File: src/alu_consts.svh
`ifndef ALU_CONSTS_SVH
`define ALU_CONSTS_SVH

// operand and result widths.
`define ALU_WIDTH       8
`define ALU_RES_BITS    (`ALU_WIDTH + 1)

// command field and rotate amount.
`define ALU_CMD_BITS    4
`define ALU_SHAMT_BITS  3

// operand-need mask with bit 0 for A and bit 1 for B.
`define ALU_NEED_BITS   2
`define ALU_NEED_NONE   2'b00
`define ALU_NEED_A      2'b01
`define ALU_NEED_B      2'b10
`define ALU_NEED_AB     2'b11

`endif

File: src/alu_cmd_pkg.sv
`include "alu_consts.svh"

package alu_cmd_pkg;

    typedef enum logic {
        MODE_LOGIC = 1'b0,
        MODE_ARITH = 1'b1
    } alu_mode_e;

    // codes 11 to 15 are illegal.
    typedef enum logic [`ALU_CMD_BITS-1:0] {
        CMD_ADD,
        CMD_SUB,
        CMD_ADD_CIN,
        CMD_SUB_CIN,
        CMD_INC_A,
        CMD_DEC_A,
        CMD_INC_B,
        CMD_DEC_B,
        CMD_CMP,
        CMD_SADD,
        CMD_SSUB
    } arith_cmd_e;

    // codes 14 and 15 are illegal.
    typedef enum logic [`ALU_CMD_BITS-1:0] {
        CMD_AND,
        CMD_NAND,
        CMD_OR,
        CMD_NOR,
        CMD_XOR,
        CMD_XNOR,
        CMD_NOT_A,
        CMD_NOT_B,
        CMD_SHR1_A,
        CMD_SHL1_A,
        CMD_SHR1_B,
        CMD_SHL1_B,
        CMD_ROL,
        CMD_ROR
    } logic_cmd_e;

    // operands a command reads; zero marks an illegal command.
    function automatic logic [`ALU_NEED_BITS-1:0] operand_need(
        alu_mode_e                 mode,
        logic [`ALU_CMD_BITS-1:0]  cmd
    );
        logic [`ALU_NEED_BITS-1:0] need;
        need = `ALU_NEED_NONE;
        if (mode == MODE_ARITH) begin
            case (arith_cmd_e'(cmd))
                CMD_INC_A, CMD_DEC_A: need = `ALU_NEED_A;
                CMD_INC_B, CMD_DEC_B: need = `ALU_NEED_B;
                CMD_ADD, CMD_SUB, CMD_ADD_CIN, CMD_SUB_CIN,
                CMD_CMP, CMD_SADD, CMD_SSUB: need = `ALU_NEED_AB;
                default: need = `ALU_NEED_NONE;
            endcase
        end else begin
            case (logic_cmd_e'(cmd))
                CMD_NOT_A, CMD_SHR1_A, CMD_SHL1_A: need = `ALU_NEED_A;
                CMD_NOT_B, CMD_SHR1_B, CMD_SHL1_B: need = `ALU_NEED_B;
                CMD_AND, CMD_NAND, CMD_OR, CMD_NOR, CMD_XOR, CMD_XNOR,
                CMD_ROL, CMD_ROR: need = `ALU_NEED_AB;
                default: need = `ALU_NEED_NONE;
            endcase
        end
        return need;
    endfunction

endpackage

File: src/alu_data_pkg.sv
`include "alu_consts.svh"

package alu_data_pkg;

    // one request as it enters the pipeline.
    typedef struct packed {
        alu_cmd_pkg::alu_mode_e          mode;
        logic [`ALU_CMD_BITS-1:0]        cmd;
        logic [`ALU_WIDTH-1:0]           opa;
        logic [`ALU_WIDTH-1:0]           opb;
        logic                            cin;
        logic [`ALU_NEED_BITS-1:0]       inp_valid;
        logic                            req_err;
    } alu_req_t;

    typedef struct packed {
        logic cout;
        logic oflow;
        logic g;
        logic l;
        logic e;
        logic neg;
        logic zero;
        logic err;
    } alu_flags_t;

    typedef struct packed {
        logic [`ALU_RES_BITS-1:0] res;
        alu_flags_t               flags;
    } alu_out_t;

endpackage

File: src/alu_arith_unit.sv
`timescale 1ns/100ps
`include "alu_consts.svh"

module alu_arith_unit (
    input  alu_data_pkg::alu_req_t req,
    output alu_data_pkg::alu_out_t out
);
    import alu_cmd_pkg::*;

    arith_cmd_e                   cmd;
    logic [`ALU_RES_BITS-1:0]     a_ext;
    logic [`ALU_RES_BITS-1:0]     b_ext;
    logic [`ALU_RES_BITS-1:0]     a_sext;
    logic [`ALU_RES_BITS-1:0]     b_sext;
    logic [`ALU_RES_BITS-1:0]     cin_ext;
    logic signed [`ALU_WIDTH-1:0] a_s;
    logic signed [`ALU_WIDTH-1:0] b_s;
    logic                         msb_a;
    logic                         msb_b;

    assign cmd     = arith_cmd_e'(req.cmd);
    assign a_ext   = {1'b0, req.opa};
    assign b_ext   = {1'b0, req.opb};
    assign cin_ext = {{`ALU_WIDTH{1'b0}}, req.cin};

    // signed forms carry the sign into bit 8.
    assign msb_a  = req.opa[`ALU_WIDTH-1];
    assign msb_b  = req.opb[`ALU_WIDTH-1];
    assign a_sext = {msb_a, req.opa};
    assign b_sext = {msb_b, req.opb};
    assign a_s    = req.opa;
    assign b_s    = req.opb;

    always_comb begin
        out = '0;
        case (cmd)
            CMD_ADD:     out.res = a_ext + b_ext;
            CMD_SUB:     out.res = a_ext - b_ext;
            CMD_ADD_CIN: out.res = a_ext + b_ext + cin_ext;
            CMD_SUB_CIN: out.res = a_ext - b_ext - cin_ext;
            CMD_INC_A:   out.res = a_ext + 1;
            CMD_DEC_A:   out.res = a_ext - 1;
            CMD_INC_B:   out.res = b_ext + 1;
            CMD_DEC_B:   out.res = b_ext - 1;
            CMD_CMP: begin
                out.flags.g = req.opa > req.opb;
                out.flags.l = req.opa < req.opb;
                out.flags.e = req.opa == req.opb;
            end
            CMD_SADD: begin
                out.res         = a_sext + b_sext;
                out.flags.oflow = (msb_a == msb_b) && (out.res[`ALU_WIDTH-1] != msb_a);
            end
            CMD_SSUB: begin
                out.res         = a_sext - b_sext;
                out.flags.oflow = (msb_a != msb_b) && (out.res[`ALU_WIDTH-1] != msb_a);
            end
            default: out = '0;
        endcase

        // unsigned add/sub report the ninth bit as both carry and overflow.
        if (cmd == CMD_ADD || cmd == CMD_SUB || cmd == CMD_ADD_CIN || cmd == CMD_SUB_CIN) begin
            out.flags.cout  = out.res[`ALU_WIDTH];
            out.flags.oflow = out.res[`ALU_WIDTH];
        end

        if (cmd == CMD_SADD || cmd == CMD_SSUB) begin
            out.flags.cout = out.res[`ALU_WIDTH];
            out.flags.neg  = out.res[`ALU_WIDTH-1];
            out.flags.zero = out.res[`ALU_WIDTH-1:0] == '0;
            out.flags.g    = a_s > b_s;
            out.flags.l    = a_s < b_s;
            out.flags.e    = a_s == b_s;
        end
    end

endmodule

File: src/alu_logic_unit.sv
`timescale 1ns/100ps
`include "alu_consts.svh"

module alu_logic_unit (
    input  alu_data_pkg::alu_req_t req,
    output alu_data_pkg::alu_out_t out
);
    import alu_cmd_pkg::*;

    logic_cmd_e                  cmd;
    logic [`ALU_SHAMT_BITS-1:0]  shamt;
    logic [2*`ALU_WIDTH-1:0]     rol_wide;
    logic [2*`ALU_WIDTH-1:0]     ror_wide;
    logic                        rot_err;

    assign cmd   = logic_cmd_e'(req.cmd);
    assign shamt = req.opb[`ALU_SHAMT_BITS-1:0];

    // a doubled copy of A turns a shift into a rotate.
    assign rol_wide = {req.opa, req.opa} << shamt;
    assign ror_wide = {req.opa, req.opa} >> shamt;

    // amount bits above the rotate range are an error.
    assign rot_err = |req.opb[`ALU_WIDTH-1:`ALU_SHAMT_BITS];

    always_comb begin
        out = '0;
        case (cmd)
            CMD_AND:    out.res = {1'b0, req.opa & req.opb};
            CMD_NAND:   out.res = {1'b0, ~(req.opa & req.opb)};
            CMD_OR:     out.res = {1'b0, req.opa | req.opb};
            CMD_NOR:    out.res = {1'b0, ~(req.opa | req.opb)};
            CMD_XOR:    out.res = {1'b0, req.opa ^ req.opb};
            CMD_XNOR:   out.res = {1'b0, ~(req.opa ^ req.opb)};
            CMD_NOT_A:  out.res = {1'b0, ~req.opa};
            CMD_NOT_B:  out.res = {1'b0, ~req.opb};
            CMD_SHR1_A: out.res = {2'b00, req.opa[`ALU_WIDTH-1:1]};
            CMD_SHL1_A: out.res = {req.opa, 1'b0};
            CMD_SHR1_B: out.res = {2'b00, req.opb[`ALU_WIDTH-1:1]};
            CMD_SHL1_B: out.res = {req.opb, 1'b0};
            CMD_ROL: begin
                out.res       = {1'b0, rol_wide[2*`ALU_WIDTH-1:`ALU_WIDTH]};
                out.flags.err = rot_err;
            end
            CMD_ROR: begin
                out.res       = {1'b0, ror_wide[`ALU_WIDTH-1:0]};
                out.flags.err = rot_err;
            end
            default: out = '0;
        endcase
    end

endmodule

File: src/alu_operand_stage.sv
`timescale 1ns/100ps
`include "alu_consts.svh"

module alu_operand_stage (
    input  logic                   clk,
    input  logic                   rst,
    input  logic                   ce,
    input  alu_data_pkg::alu_req_t req,
    output alu_data_pkg::alu_req_t req_q
);
    import alu_cmd_pkg::*;

    logic [`ALU_NEED_BITS-1:0] need;
    logic                      req_err;

    assign need = operand_need(req.mode, req.cmd);

    // illegal command, or a needed operand is not flagged valid.
    assign req_err = (need == `ALU_NEED_NONE) || ((need & req.inp_valid) != need);

    // cleared request decodes as a logic-mode AND of zeros.
    always_ff @(posedge clk or posedge rst) begin
        if (rst) begin
            req_q <= '0;
        end else if (ce) begin
            req_q         <= req;
            req_q.req_err <= req_err;
        end
    end

endmodule

File: src/alu_result_stage.sv
`timescale 1ns/100ps
`include "alu_consts.svh"

module alu_result_stage (
    input  logic                   clk,
    input  logic                   rst,
    input  logic                   ce,
    input  alu_data_pkg::alu_req_t req,
    input  alu_data_pkg::alu_out_t arith,
    input  alu_data_pkg::alu_out_t logic_out,
    output alu_data_pkg::alu_out_t out
);
    import alu_cmd_pkg::*;
    import alu_data_pkg::*;

    alu_out_t sel;

    // a rejected request shows only err.
    always_comb begin
        if (req.req_err) begin
            sel           = '0;
            sel.flags.err = 1'b1;
        end else if (req.mode == MODE_ARITH) begin
            sel = arith;
        end else begin
            sel = logic_out;
        end
    end

    always_ff @(posedge clk or posedge rst) begin
        if (rst) begin
            out <= '0;
        end else if (ce) begin
            out <= sel;
        end
    end

endmodule

File: src/alu_top.sv
`timescale 1ns/100ps
`include "alu_consts.svh"

module alu_top (
    input  logic                       clk,
    input  logic                       rst,
    input  logic                       ce,
    input  logic                       mode,
    input  logic                       cin,
    input  logic [`ALU_NEED_BITS-1:0]  inp_valid,
    input  logic [`ALU_CMD_BITS-1:0]   cmd,
    input  logic [`ALU_WIDTH-1:0]      opa,
    input  logic [`ALU_WIDTH-1:0]      opb,
    output logic [`ALU_RES_BITS-1:0]   res,
    output logic                       oflow,
    output logic                       cout,
    output logic                       g,
    output logic                       l,
    output logic                       e,
    output logic                       err,
    output logic                       neg,
    output logic                       zero
);
    import alu_cmd_pkg::*;
    import alu_data_pkg::*;

    alu_req_t req_in;
    alu_req_t req_q;
    alu_out_t arith_out;
    alu_out_t logic_out;
    alu_out_t out_q;

    // req_err is filled in by the operand stage.
    assign req_in = '{
        mode:      alu_mode_e'(mode),
        cmd:       cmd,
        opa:       opa,
        opb:       opb,
        cin:       cin,
        inp_valid: inp_valid,
        req_err:   1'b0
    };

    alu_operand_stage i_operand_stage (
        .clk   (clk),
        .rst   (rst),
        .ce    (ce),
        .req   (req_in),
        .req_q (req_q)
    );

    alu_arith_unit i_arith_unit (
        .req (req_q),
        .out (arith_out)
    );

    alu_logic_unit i_logic_unit (
        .req (req_q),
        .out (logic_out)
    );

    alu_result_stage i_result_stage (
        .clk       (clk),
        .rst       (rst),
        .ce        (ce),
        .req       (req_q),
        .arith     (arith_out),
        .logic_out (logic_out),
        .out       (out_q)
    );

    assign res   = out_q.res;
    assign cout  = out_q.flags.cout;
    assign oflow = out_q.flags.oflow;
    assign g     = out_q.flags.g;
    assign l     = out_q.flags.l;
    assign e     = out_q.flags.e;
    assign neg   = out_q.flags.neg;
    assign zero  = out_q.flags.zero;
    assign err   = out_q.flags.err;

endmodule

File: config.mk
export PLATFORM = sky130hd
export DESIGN_NAME = alu_top
export DESIGN_NICKNAME = d
export VERILOG_FILES = /design/src/alu_cmd_pkg.sv /design/src/alu_data_pkg.sv /design/src/alu_arith_unit.sv /design/src/alu_logic_unit.sv /design/src/alu_operand_stage.sv /design/src/alu_result_stage.sv /design/src/alu_top.sv
export VERILOG_INCLUDE_DIRS = /design/src
export SDC_FILE = /design/constraint.sdc
export NUM_CORES = 1
export LEC_CHECK = 0
export BUFFER_PORTS_ARGS = -buffer_cell sky130_fd_sc_hd__buf_2
export CAP_MARGIN = 10
export CELL_PAD_IN_SITES_DETAIL_PLACEMENT = 0
export CELL_PAD_IN_SITES_GLOBAL_PLACEMENT = 1
export CORE_UTILIZATION = 47
export CTS_BUF_LIST = sky130_fd_sc_hd__clkbuf_4 sky130_fd_sc_hd__clkbuf_8
export DETAILED_ROUTE_END_ITERATION = 6
export PLACE_DENSITY = 0.81
export REMOVE_ABC_BUFFERS = 1
export SLEW_MARGIN = 5
export SYNTH_ARGS = -nofsm -noshare
export SYNTH_HDL_FRONTEND = slang
export SYNTH_SLANG_ARGS = --single-unit
File: constraint.sdc
create_clock -name clk -period 6.06 [get_ports clk]
set_input_delay 0.303 -clock clk [delete_from_list [all_inputs] [get_ports clk]]
set_output_delay 0.303 -clock clk [all_outputs]
set_load 0.01 [all_outputs]
==> impl_metrics.env, run 1 <==
export IMPL_tightest_slew_ns=1.23
export IMPL_num_io_pins=44
export IMPL_async_flop_share_pct=100
export IMPL_p_per_area_nw_per_um2=217
export IMPL_grt_pass1_vias=5678
export IMPL_rr_endpoint="i_result_stage.out[16]$_DFFE_PP0P_"
export IMPL_yosysWarnings=0
export IMPL_cp_max_fo=12
export IMPL_r2r_cells=10
export IMPL_timing_slew_headroom_pct=17.4
export IMPL_yosys_top_cells_count="o21ai_0, nor2_1, nand2_1, ha_1, a21oi_1"
export IMPL_antenna_found_initial=0
export IMPL_start_util_pct=49.2
export IMPL_multi_input_area_um2=4360
export IMPL_rsz0062_at_grt="false"
export IMPL_gp_congestion=1.04
export IMPL_final_setup_tns_ns=0
export IMPL_status="finished, violations left"
export IMPL_die_width_um=112
export IMPL_drv_cap=0
export IMPL_clk_pin_slew_worst_paths_ns=0.09
export IMPL_cts_root_buf="clkbuf_8"
export IMPL_grt_usage_pct=34.5
export IMPL_wire_per_inst_um=23.9
export IMPL_violations="DRC"
export IMPL_timing_reg2reg_setup_slack_ns=1.45
export IMPL_nFillCells=1155
export IMPL_cts_buffers=5
export IMPL_diodes=0
export IMPL_fin_nets=833
export IMPL_via_count=6107
export IMPL_yosys_area_top_type="dfrtp_1"
export IMPL_finalCritPeriodShare_pct=76.1
export IMPL_die_h_um=112
export IMPL_io_buffers=43
export IMPL_post_cts_buffers=0
export IMPL_cts_tree="yes"
export IMPL_leakage_nw=2.66
export IMPL_switching_share_pct=46.6
export IMPL_p_int_uw=713
export IMPL_drtIter0Drc=807
export IMPL_ir_worst_vdd_v=0.000132
export IMPL_crit_start="i_operand_stage.req_q[13]$_DFFE_PP0P_"
export IMPL_clk_path_buf_depth=2
export IMPL_crit_type="register to register"
export IMPL_cts_resized=0
export IMPL_grt_overflow_total=0
export IMPL_seq_area_frac_synth_pct=17.5
export IMPL_switchingPower_uw=623
export IMPL_dp_hpwl_um=16500
export IMPL_endpoint_kind="register"
export IMPL_hold_viol=0
export IMPL_r2r_start="i_operand_stage.req_q[13]$_DFFE_PP0P_"
export IMPL_via_per_inst=6.84
export IMPL_area_growth_pct=7.51
export IMPL_placementRows=39
export IMPL_fin_ws_ns=1.45
export IMPL_synth_cell_types=79
export IMPL_clkLatencyLatePin_ns=0.31
export IMPL_pwr_share_comb_pct=55.7
export IMPL_wl_um=21400
export IMPL_postCtsHoldBufs=0
export IMPL_cpMaxStageDelayCell="o31ai_1"
export IMPL_h_tree_depth=2
export IMPL_crit_chain="inv_1 > ha_1 > a211oi_1 > o21ai_0 > o31ai_1 > xnor2_1 > o2111ai_1 > nor4_1 > o211ai_1 > o31a_1"
export IMPL_synth_most_common_cell="o21ai_0"
export IMPL_netlist_area_um2=5710
export IMPL_clock_skew_ns=0.00466
export IMPL_fin_util_pct=52.9
export IMPL_core_um2=11600
export IMPL_slew_viol_final=0
export IMPL_ys_top_cells_by_area="dfrtp_1, ha_1, o21ai_0"
export IMPL_drtAntennaViolNets=0
export IMPL_synth_top_area_share_pct=17.5
export IMPL_drt_first_pass_iters=7
export IMPL_seq_power_share_pct=26.2
export IMPL_required_ns=6.26
export IMPL_seqCellArea_um2=1000
export IMPL_synth_edf_count=0
export IMPL_fmax_mhz=217
export IMPL_hold_path_class="input port to async pin"
export IMPL_drive_above_1_share_pct=13.9
export IMPL_synth_flop_cell="dfrtp_1"
export IMPL_synth_avg_cell_area_um2=7.83
export IMPL_syn_inst=730
export IMPL_critical_path_max_stage_delay_ns=1.00
export IMPL_drcViolationCount=3
export IMPL_numClockSinks=40
export IMPL_period_needed_ns=4.61
export IMPL_endpoint="i_result_stage.out[16]$_DFFE_PP0P_"
export IMPL_setup_viol=0
export IMPL_place_ws_ns=1.59
export IMPL_ys_ff_latch=40
export IMPL_die_area_um2=12600
export IMPL_arrival_ns=4.81
export IMPL_grt_max_degree=48
export IMPL_grt_pass1_wl_um=33100
export IMPL_start_kind="register"
export IMPL_p_clk_share_pct=18.1
==> layout by cell type (no fill, tap or decap), types with 18 or more instances in the layout <==
cell	netlist	final
o21ai_0	62	62
nand2_1	54	54
nor2_1	57	57
mux2i_1	18	18
a21oi_1	45	45
dfrtp_1	40	40
buf_2	8	43
xnor2_1	22	22
nor3_1	29	29
inv_1	36	36
ha_1	53	53
==> kinds of logic after synthesis <==
logic type	synth area share [%]
AND/OR/NAND/NOR	21.8
AO/OA/AOI/OAI	28.5
buffers and inverters	6.17
adder cells (fa/ha/maj)	13.0
flip-flops	17.5
multiplexers	7.88
XOR/XNOR	5.15
==> worst max-delay path: cells and delay by family, from the launching register on <==
family / cells / cell delay (ns)
xor+xnor: 1 / 0.25
flops: 1 / 0.80
simple gates: 1 / 0.21
fa+ha+maj: 1 / 0.48
compound gates: 6 / 2.41
buf+inv: 1 / 0.34
==> flip-flops by register name (all words and copies together), names as in the netlist <==
register,cells
i_operand_stage.req_q,23
i_result_stage.out,17
==> per-layer routing <==
metal | vias to the layer above | global-route usage, % | part of all wire [%]
met4 | 0 | 13.0 | 3.9
li1 | 2765 | - | -
met1 | 2894 | 49.1 | 43
met5 | - | 0 | 0
met3 | 66 | 5.29 | 10
met2 | 382 | 52.8 | 43
==> cell type report <==
| cell class | count | share of cell area [%] |
|---|---|---|
| timing repair buffer | 59 | 5.46 |
| sequential | 40 | 16.3 |
| clock buffer | 6 | 1.34 |
| multi-input combinational | 604 | 71.0 |
| inverter | 39 | 2.38 |
| clock inverter | 2 | 0.631 |
| tap | 143 | 2.91 |
==> per-stage QoR <==
| stage | total power [mW] | hold WS [ns] | instance area [µm²] | std cells |
|---|---|---|---|---|
| after floorplan | 0.836 | 0.388 | 5510 | 683 |
| after global placement | 1.07 | 0.457 | 6020 | 885 |
| after detailed placement | 1.07 | 0.463 | 6020 | 885 |
| after CTS | 1.32 | 0.130 | 6140 | 893 |
| after global routing | 1.41 | 0.158 | 6140 | 893 |
| final | 1.34 | 0.100 | 6140 | 893 |
==> power groups by stage <==
| stage | combinational, mW | sequential, mW | clock (mW) |
|---|---|---|---|
| 6_report | 0.744 | 0.350 | 0.241 |
| 4_1_cts | 0.725 | 0.348 | 0.243 |
| 3_5_place_dp | 0.721 | 0.353 | 0 |
| 3_3_place_gp | 0.714 | 0.351 | 0 |
| 2_1_floorplan | 0.480 | 0.356 | 0 |
| 5_1_grt | 0.799 | 0.353 | 0.254 |
==> how the worst min path moves through the flow <==
stage	from	end	slack [ns]	cells past startpoint
final	rst	i_operand_stage.req_q[0]$_DFFE_PP0P_	0.10	3
after global routing	rst	i_operand_stage.req_q[0]$_DFFE_PP0P_	0.16	3
after CTS	rst	i_operand_stage.req_q[0]$_DFFE_PP0P_	0.13	3
after detailed placement	rst	i_operand_stage.req_q[0]$_DFFE_PP0P_	0.46	3
after global placement	rst	i_operand_stage.req_q[0]$_DFFE_PP0P_	0.46	3
after floorplan	ce	i_operand_stage.req_q[0]$_DFFE_PP0P_	0.39	1
(Power assumes the default switching activity.)
==> run 2, diff against run 1 <==
clock period = 4.75 ns   (was 6.06 ns; I/O delays follow)
==> run 2 against run 1 <==
Compared with the run above:
- the flow still finishes with violations (DRC)
- global-route usage grew 1.5 points
- utilization grew 0.50 points
- critical path depth grew 1
- die area unchanged
- sequential power rose by 18%
- register-to-register slack lost 1.1 ns
- clock power down 2%
- power is 26% higher
- largest cell class unchanged
==> impl_metrics.env, run 2 (synthesized netlist as in run 1, its figures left out) <==
export IMPL_crit_type="register to register"
export IMPL_finalCritPeriodShare_pct=93.2
export IMPL_setup_viol=0
export IMPL_final_setup_tns_ns=0
export IMPL_required_ns=4.98
export IMPL_antenna_found_initial=0
export IMPL_whs_ns=0.0464
export IMPL_fin_ws_ns=0.322
export IMPL_cp_max_fo=11
export IMPL_hold_path_class="input port to async pin"
export IMPL_crit_chain="inv_1 > ha_1 > fa_1 > nor3_1 > nor3_1 > xnor2_1 > or3_1 > a21oi_1 > or4_1 > or4_1 > o32ai_2"
export IMPL_grt_busiest_layer="met2"
export IMPL_grt_pass1_wl_um=34300
export IMPL_timing_slew_headroom_pct=26.8
export IMPL_drt_first_pass_iters=7
export IMPL_start_kind="register"
export IMPL_fmax_mhz=226
export IMPL_drtAntennaViolNets=0
export IMPL_place_ws_ns=0.486
export IMPL_layout_common_cells="o21ai_0, nor2_1, nand2_1, ha_1, a21oi_1"
export IMPL_clk_path_buf_depth=2
export IMPL_fin_util_pct=53.4
export IMPL_use_met2_pct=52.3
export IMPL_grt_usage_pct=36.1
export IMPL_wire_per_inst_um=24.7
export IMPL_largest_reg_flops=23
export IMPL_num_io_pins=44
export IMPL_placementRows=39
export IMPL_io_buffers=43
export IMPL_met1_usage_pct=50.7
export IMPL_fin_nets=846
export IMPL_grt_overflow_total=0
export IMPL_clock_skew_ns=0.00551
export IMPL_cts_tree="yes"
export IMPL_start_util_pct=49.2
export IMPL_area_growth_pct=8.52
export IMPL_numClockSinks=40
export IMPL_rsz0062_at_grt="false"
export IMPL_post_cts_buffers=0
export IMPL_grt_pass1_vias=5773
export IMPL_cts_buffers=5
export IMPL_cpMaxStageDelayCell="dfrtp_1"
export IMPL_dp_hpwl_um=17300
export IMPL_ir_worst_vdd_v=0.000123
export IMPL_drtIter0Drc=841
export IMPL_drcViolationCount=3
export IMPL_violations="DRC"
export IMPL_die_width_um=112
export IMPL_tightest_slew_ns=1.09
export IMPL_clk_pin_slew_worst_paths_ns=0.08
export IMPL_grt_max_degree=46
export IMPL_arrival_ns=4.66
export IMPL_diodes=0
export IMPL_nFillCells=1151
export IMPL_drive_above_1_share_pct=15.2
export IMPL_use_met3_pct=8.86
export IMPL_cts_resized=0
export IMPL_period_needed_ns=4.43
export IMPL_core_um2=11600
export IMPL_via_count=6194
export IMPL_gp_congestion=1.03
export IMPL_cts_root_buf="clkbuf_8"
export IMPL_status="finished, violations left"
export IMPL_h_tree_depth=2
export IMPL_largest_register="i_operand_stage.req_q"
export IMPL_worst_path_buf_inv=1
export IMPL_wl_um=22400
export IMPL_die_area_um2=12600
export IMPL_slew_viol_final=0
export IMPL_leakage_nw=2.70
export IMPL_clkLatencyLatePin_ns=0.31
export IMPL_drv_cap=0
export IMPL_hold_viol=0
export IMPL_p_total_mw=1.68
export IMPL_endpoint_kind="register"
export IMPL_critical_path_max_stage_delay_ns=0.64
export IMPL_largestRegisters="i_operand_stage.req_q (23), i_result_stage.out (17)"
export IMPL_final_common_cell="o21ai_0"
export IMPL_path_delay_family="simple AND/OR/NAND/NOR gates"
export IMPL_postCtsHoldBufs=0
export IMPL_via_per_inst=6.84
export IMPL_die_h_um=112
export IMPL_p_per_area_nw_per_um2=271
-- run 2: cell types whose count changed in the layout (fill, tap and decap cells not counted), sizes merged --
cell / delta
bufinv: -1
clkinvlp: +1
buf: +13
clkbuf: -1
-- run 2: per-stage QoR --
stage	instance area, µm²	instances
after floorplan	5510	683
after global placement	6120	898
after detailed placement	6120	898
after CTS	6200	905
after global routing	6200	905
final	6200	905
-- run 2: area by class of cell --
class | instances | area, µm² | share of cell area, %
clock buffer | 5 | 68.8 | 1.11
multi-input combinational | 604 | 4360 | 70.3
inverter | 39 | 146 | 2.36
clock inverter | 2 | 12.5 | 0.202
sequential | 40 | 1000 | 16.1
tap | 143 | 179 | 2.89
timing repair buffer | 72 | 433 | 6.98
-- run 2: worst reg2reg max path: stages (launching register included) --
cell and delay (ns):
dfrtp_1 0.64, inv_1 0.25, ha_1 0.28, fa_1 0.47, nor3_1 0.40, nor3_1 0.12
xnor2_1 0.63, or3_1 0.21, a21oi_1 0.10, or4_1 0.51, or4_1 0.54, o32ai_2 0.20
-- run 2: metal layers --
| layer | routed length [µm] | up-vias |
|---|---|---|
| met1 | 9690 | 2878 |
| li1 | - | 2797 |
| met4 | 994 | 0 |
| met2 | 9220 | 433 |
| met3 | 2490 | 86 |
| met5 | 0 | - |
-- run 2: power by group --
group | leakage, nW | internal, mW | switching [mW]
Combinational | 2.16 | 0.381 | 0.648
Sequential | 0.506 | 0.374 | 0.0402
Clock | 0.0400 | 0.0997 | 0.136
Total | 2.70 | 0.854 | 0.824
-- run 2: worst paths after layout --
kind / from / to / slack [ns] / cells after the start
worst max-delay path: i_operand_stage.req_q[12]$_DFFE_PP0P_ / i_result_stage.out[1]$_DFFE_PP0P_ / 0.32 / 11
worst min-delay path: rst / i_operand_stage.req_q[0]$_DFFE_PP0P_ / 0.05 / 3
worst max register to register: i_operand_stage.req_q[12]$_DFFE_PP0P_ / i_result_stage.out[1]$_DFFE_PP0P_ / 0.32 / 11
worst min register to register: i_result_stage.out[8]$_DFFE_PP0P_ / i_result_stage.out[8]$_DFFE_PP0P_ / 0.49 / 2
max in group asynchronous: rst / i_operand_stage.req_q[16]$_DFFE_PP0P_ / 4.34 / 3
min in group clk: opb[6] / i_operand_stage.req_q[10]$_DFFE_PP0P_ / 0.13 / 3
==> run 3, diff against run 2 <==
PLACE_DENSITY = unset   (was 0.81)
PLACE_DENSITY_LB_ADDON = 0.1   (was unset)
==> run 3 against run 2 <==
Compared with the run above:
- the run still ends with DRC left
- non-clock buffer count up 3
- critical path depth did not move
- routed wire length decreased by 3.0%
- sequential power is 1% lower
- hold slack worse by 0.0099 ns
- design area grew 0.91%
- first-iteration DRC count decreased by 26%
- highest routed layer unchanged
==> impl_metrics.env, run 3 (synthesized netlist as in run 1, its figures left out) <==
export IMPL_status="finished, violations left"
export IMPL_violations="DRC"
export IMPL_clk_path_buf_depth=2
export IMPL_hold_path_class="input port to async pin"
export IMPL_grt_overflow_total=0
export IMPL_clock_skew_ns=0.0145
export IMPL_p_clk_share_pct=17.4
export IMPL_gp_congestion=0.969
export IMPL_ir_worst_vdd_v=0.000256
export IMPL_seqCellArea_um2=1000
export IMPL_final_area_um2=6260
export IMPL_cts_tree="yes"
export IMPL_nFillCells=1107
export IMPL_grt_pass1_vias=5761
export IMPL_area_growth_pct=9.50
export IMPL_multi_input_area_um2=4360
export IMPL_numClockSinks=40
export IMPL_fin_util_pct=53.9
export IMPL_grt_max_degree=46
export IMPL_setup_viol=0
export IMPL_fin_nets=849
export IMPL_rsz0062_at_grt="false"
export IMPL_grt_usage_pct=34.9
export IMPL_path_common_cell="nor4_1"
export IMPL_layout_common_cells="o21ai_0, nor2_1, nand2_1, ha_1, a21oi_1"
export IMPL_use_met3_pct=6.32
export IMPL_h_tree_depth=2
export IMPL_clk_pin_slew_worst_paths_ns=0.10
export IMPL_largest_reg_flops=23
export IMPL_cts_buffers=5
export IMPL_dp_hpwl_um=16900
export IMPL_drt_first_pass_iters=7
export IMPL_cp_max_fo=12
export IMPL_clkLatencyLatePin_ns=0.31
export IMPL_wl_um=21700
export IMPL_drive_above_1_share_pct=15.7
export IMPL_use_met2_pct=52.8
export IMPL_timing_slew_headroom_pct=23.5
export IMPL_crit_chain="buf_4 > inv_1 > ha_1 > nor2b_1 > a211o_1 > a211oi_1 > nor4_1 > and4_1 > nor4_1 > o211ai_1 > o31a_1"
export IMPL_drtAntennaViolNets=0
export IMPL_placementRows=39
export IMPL_cpMaxStageDelayCell="a211oi_1"
export IMPL_switchingPower_uw=815
export IMPL_leakage_nw=2.73
export IMPL_grt_pass1_wl_um=33600
export IMPL_critical_path_max_stage_delay_ns=0.80
export IMPL_fmax_mhz=248
export IMPL_crit_type="register to register"
export IMPL_slew_viol_final=0
export IMPL_cts_resized=0
export IMPL_post_cts_buffers=0
export IMPL_antenna_found_initial=0
export IMPL_die_area_um2=12600
export IMPL_largest_register="i_operand_stage.req_q"
export IMPL_final_cells=909
export IMPL_cts_root_buf="clkbuf_8"
export IMPL_num_io_pins=44
export IMPL_seq_power_share_pct=23.6
export IMPL_place_area_um2=6140
export IMPL_required_ns=4.94
export IMPL_placed_cells=901
export IMPL_drv_cap=0
export IMPL_wire_per_inst_um=23.9
export IMPL_endpoint_kind="register"
export IMPL_core_um2=11600
export IMPL_die_h_um=112
export IMPL_drcViolationCount=5
export IMPL_p_int_uw=917
export IMPL_pwr_share_comb_pct=59.0
export IMPL_switching_share_pct=47.0
export IMPL_via_count=6130
export IMPL_grt_busiest_layer="met2"
export IMPL_period_needed_ns=4.03
export IMPL_die_width_um=112
export IMPL_final_setup_tns_ns=0
export IMPL_io_buffers=43
export IMPL_diodes=0
export IMPL_via_per_inst=6.74
export IMPL_largestRegisters="i_operand_stage.req_q (23), i_result_stage.out (17)"
export IMPL_arrival_ns=4.22
export IMPL_p_per_area_nw_per_um2=277
export IMPL_start_kind="register"
export IMPL_postCtsHoldBufs=0
export IMPL_worst_path_buf_inv=2
export IMPL_met1_usage_pct=49.4
export IMPL_path_delay_family="compound AO/OA/AOI/OAI gates"
export IMPL_drtIter0Drc=622
export IMPL_final_common_cell="o21ai_0"
export IMPL_start_util_pct=49.2
export IMPL_tightest_slew_ns=1.12
export IMPL_hold_viol=0
export IMPL_finalCritPeriodShare_pct=84.8
[run 3: cell count changes in the layout (fill, tap and decap cells not counted), sizes merged]
cell | previous run | this run
buf | 72 | 75
bufinv | 0 | 1
clkinv | 2 | 1
inv | 38 | 39
[run 3: power groups by stage]
stage	logic (mW)	registers (mW)	clock network [mW]
2_1_floorplan	0.612	0.455	0
4_1_cts	0.991	0.408	0.304
5_1_grt	1.10	0.412	0.319
3_3_place_gp	0.980	0.414	0
3_5_place_dp	0.987	0.415	0
6_report	1.02	0.409	0.301
[run 3: through the flow]
step                worst slack, ns  power [mW]  hold slack, ns
finish                        0.722        1.73          0.0365
CTS                           0.834        1.70          0.0618
global route                  0.551        1.83          0.0815
floorplan                     0.293        1.07           0.322
global placement              0.859        1.39           0.389
detailed placement            0.871        1.40           0.396
[run 3: cell type report]
type / instances / share of cell area, %
clock inverter: 3 / 0.740
sequential: 40 / 16.0
timing repair buffer: 75 / 7.28
clock buffer: 5 / 1.10
inverter: 39 / 2.34
multi-input combinational: 604 / 69.7
tap: 143 / 2.86
[run 3: per-layer routing]
metal / wire length, µm / vias to the layer above
met2: 9220 / 352
met5: 0 / -
met4: 866 / 0
li1: - / 2804
met3: 2040 / 64
met1: 9580 / 2910
[run 3: final timing paths]
check                                                        end                                  start  slack (ns)  depth (start not counted)
hold reg to reg                i_result_stage.out[5]$_DFFE_PP0P_      i_result_stage.out[5]$_DFFE_PP0P_        0.48                          1
min in group clk           i_operand_stage.req_q[16]$_DFFE_PP0P_                                 opa[4]        0.13                          3
max in group asynchronous   i_operand_stage.req_q[9]$_DFFE_PP0P_                                    rst        4.33                          3
setup reg to reg              i_result_stage.out[16]$_DFFE_PP0P_  i_operand_stage.req_q[14]$_DFFE_PP0P_        0.72                         11
setup / recovery              i_result_stage.out[16]$_DFFE_PP0P_  i_operand_stage.req_q[14]$_DFFE_PP0P_        0.72                         11
hold / removal                 i_result_stage.out[0]$_DFFE_PP0P_                                    rst        0.04                          3
[run 3: worst reg2reg max path, delay by kind of cell, from the launching register on]
family,cells,cell delay (ns)
AO/OA/AOI/OAI,4,1.75
AND/OR/NAND/NOR,4,1.03
flip-flops,1,0.33
buffers and inverters,2,0.28
adder cells (fa/ha/maj),1,0.51
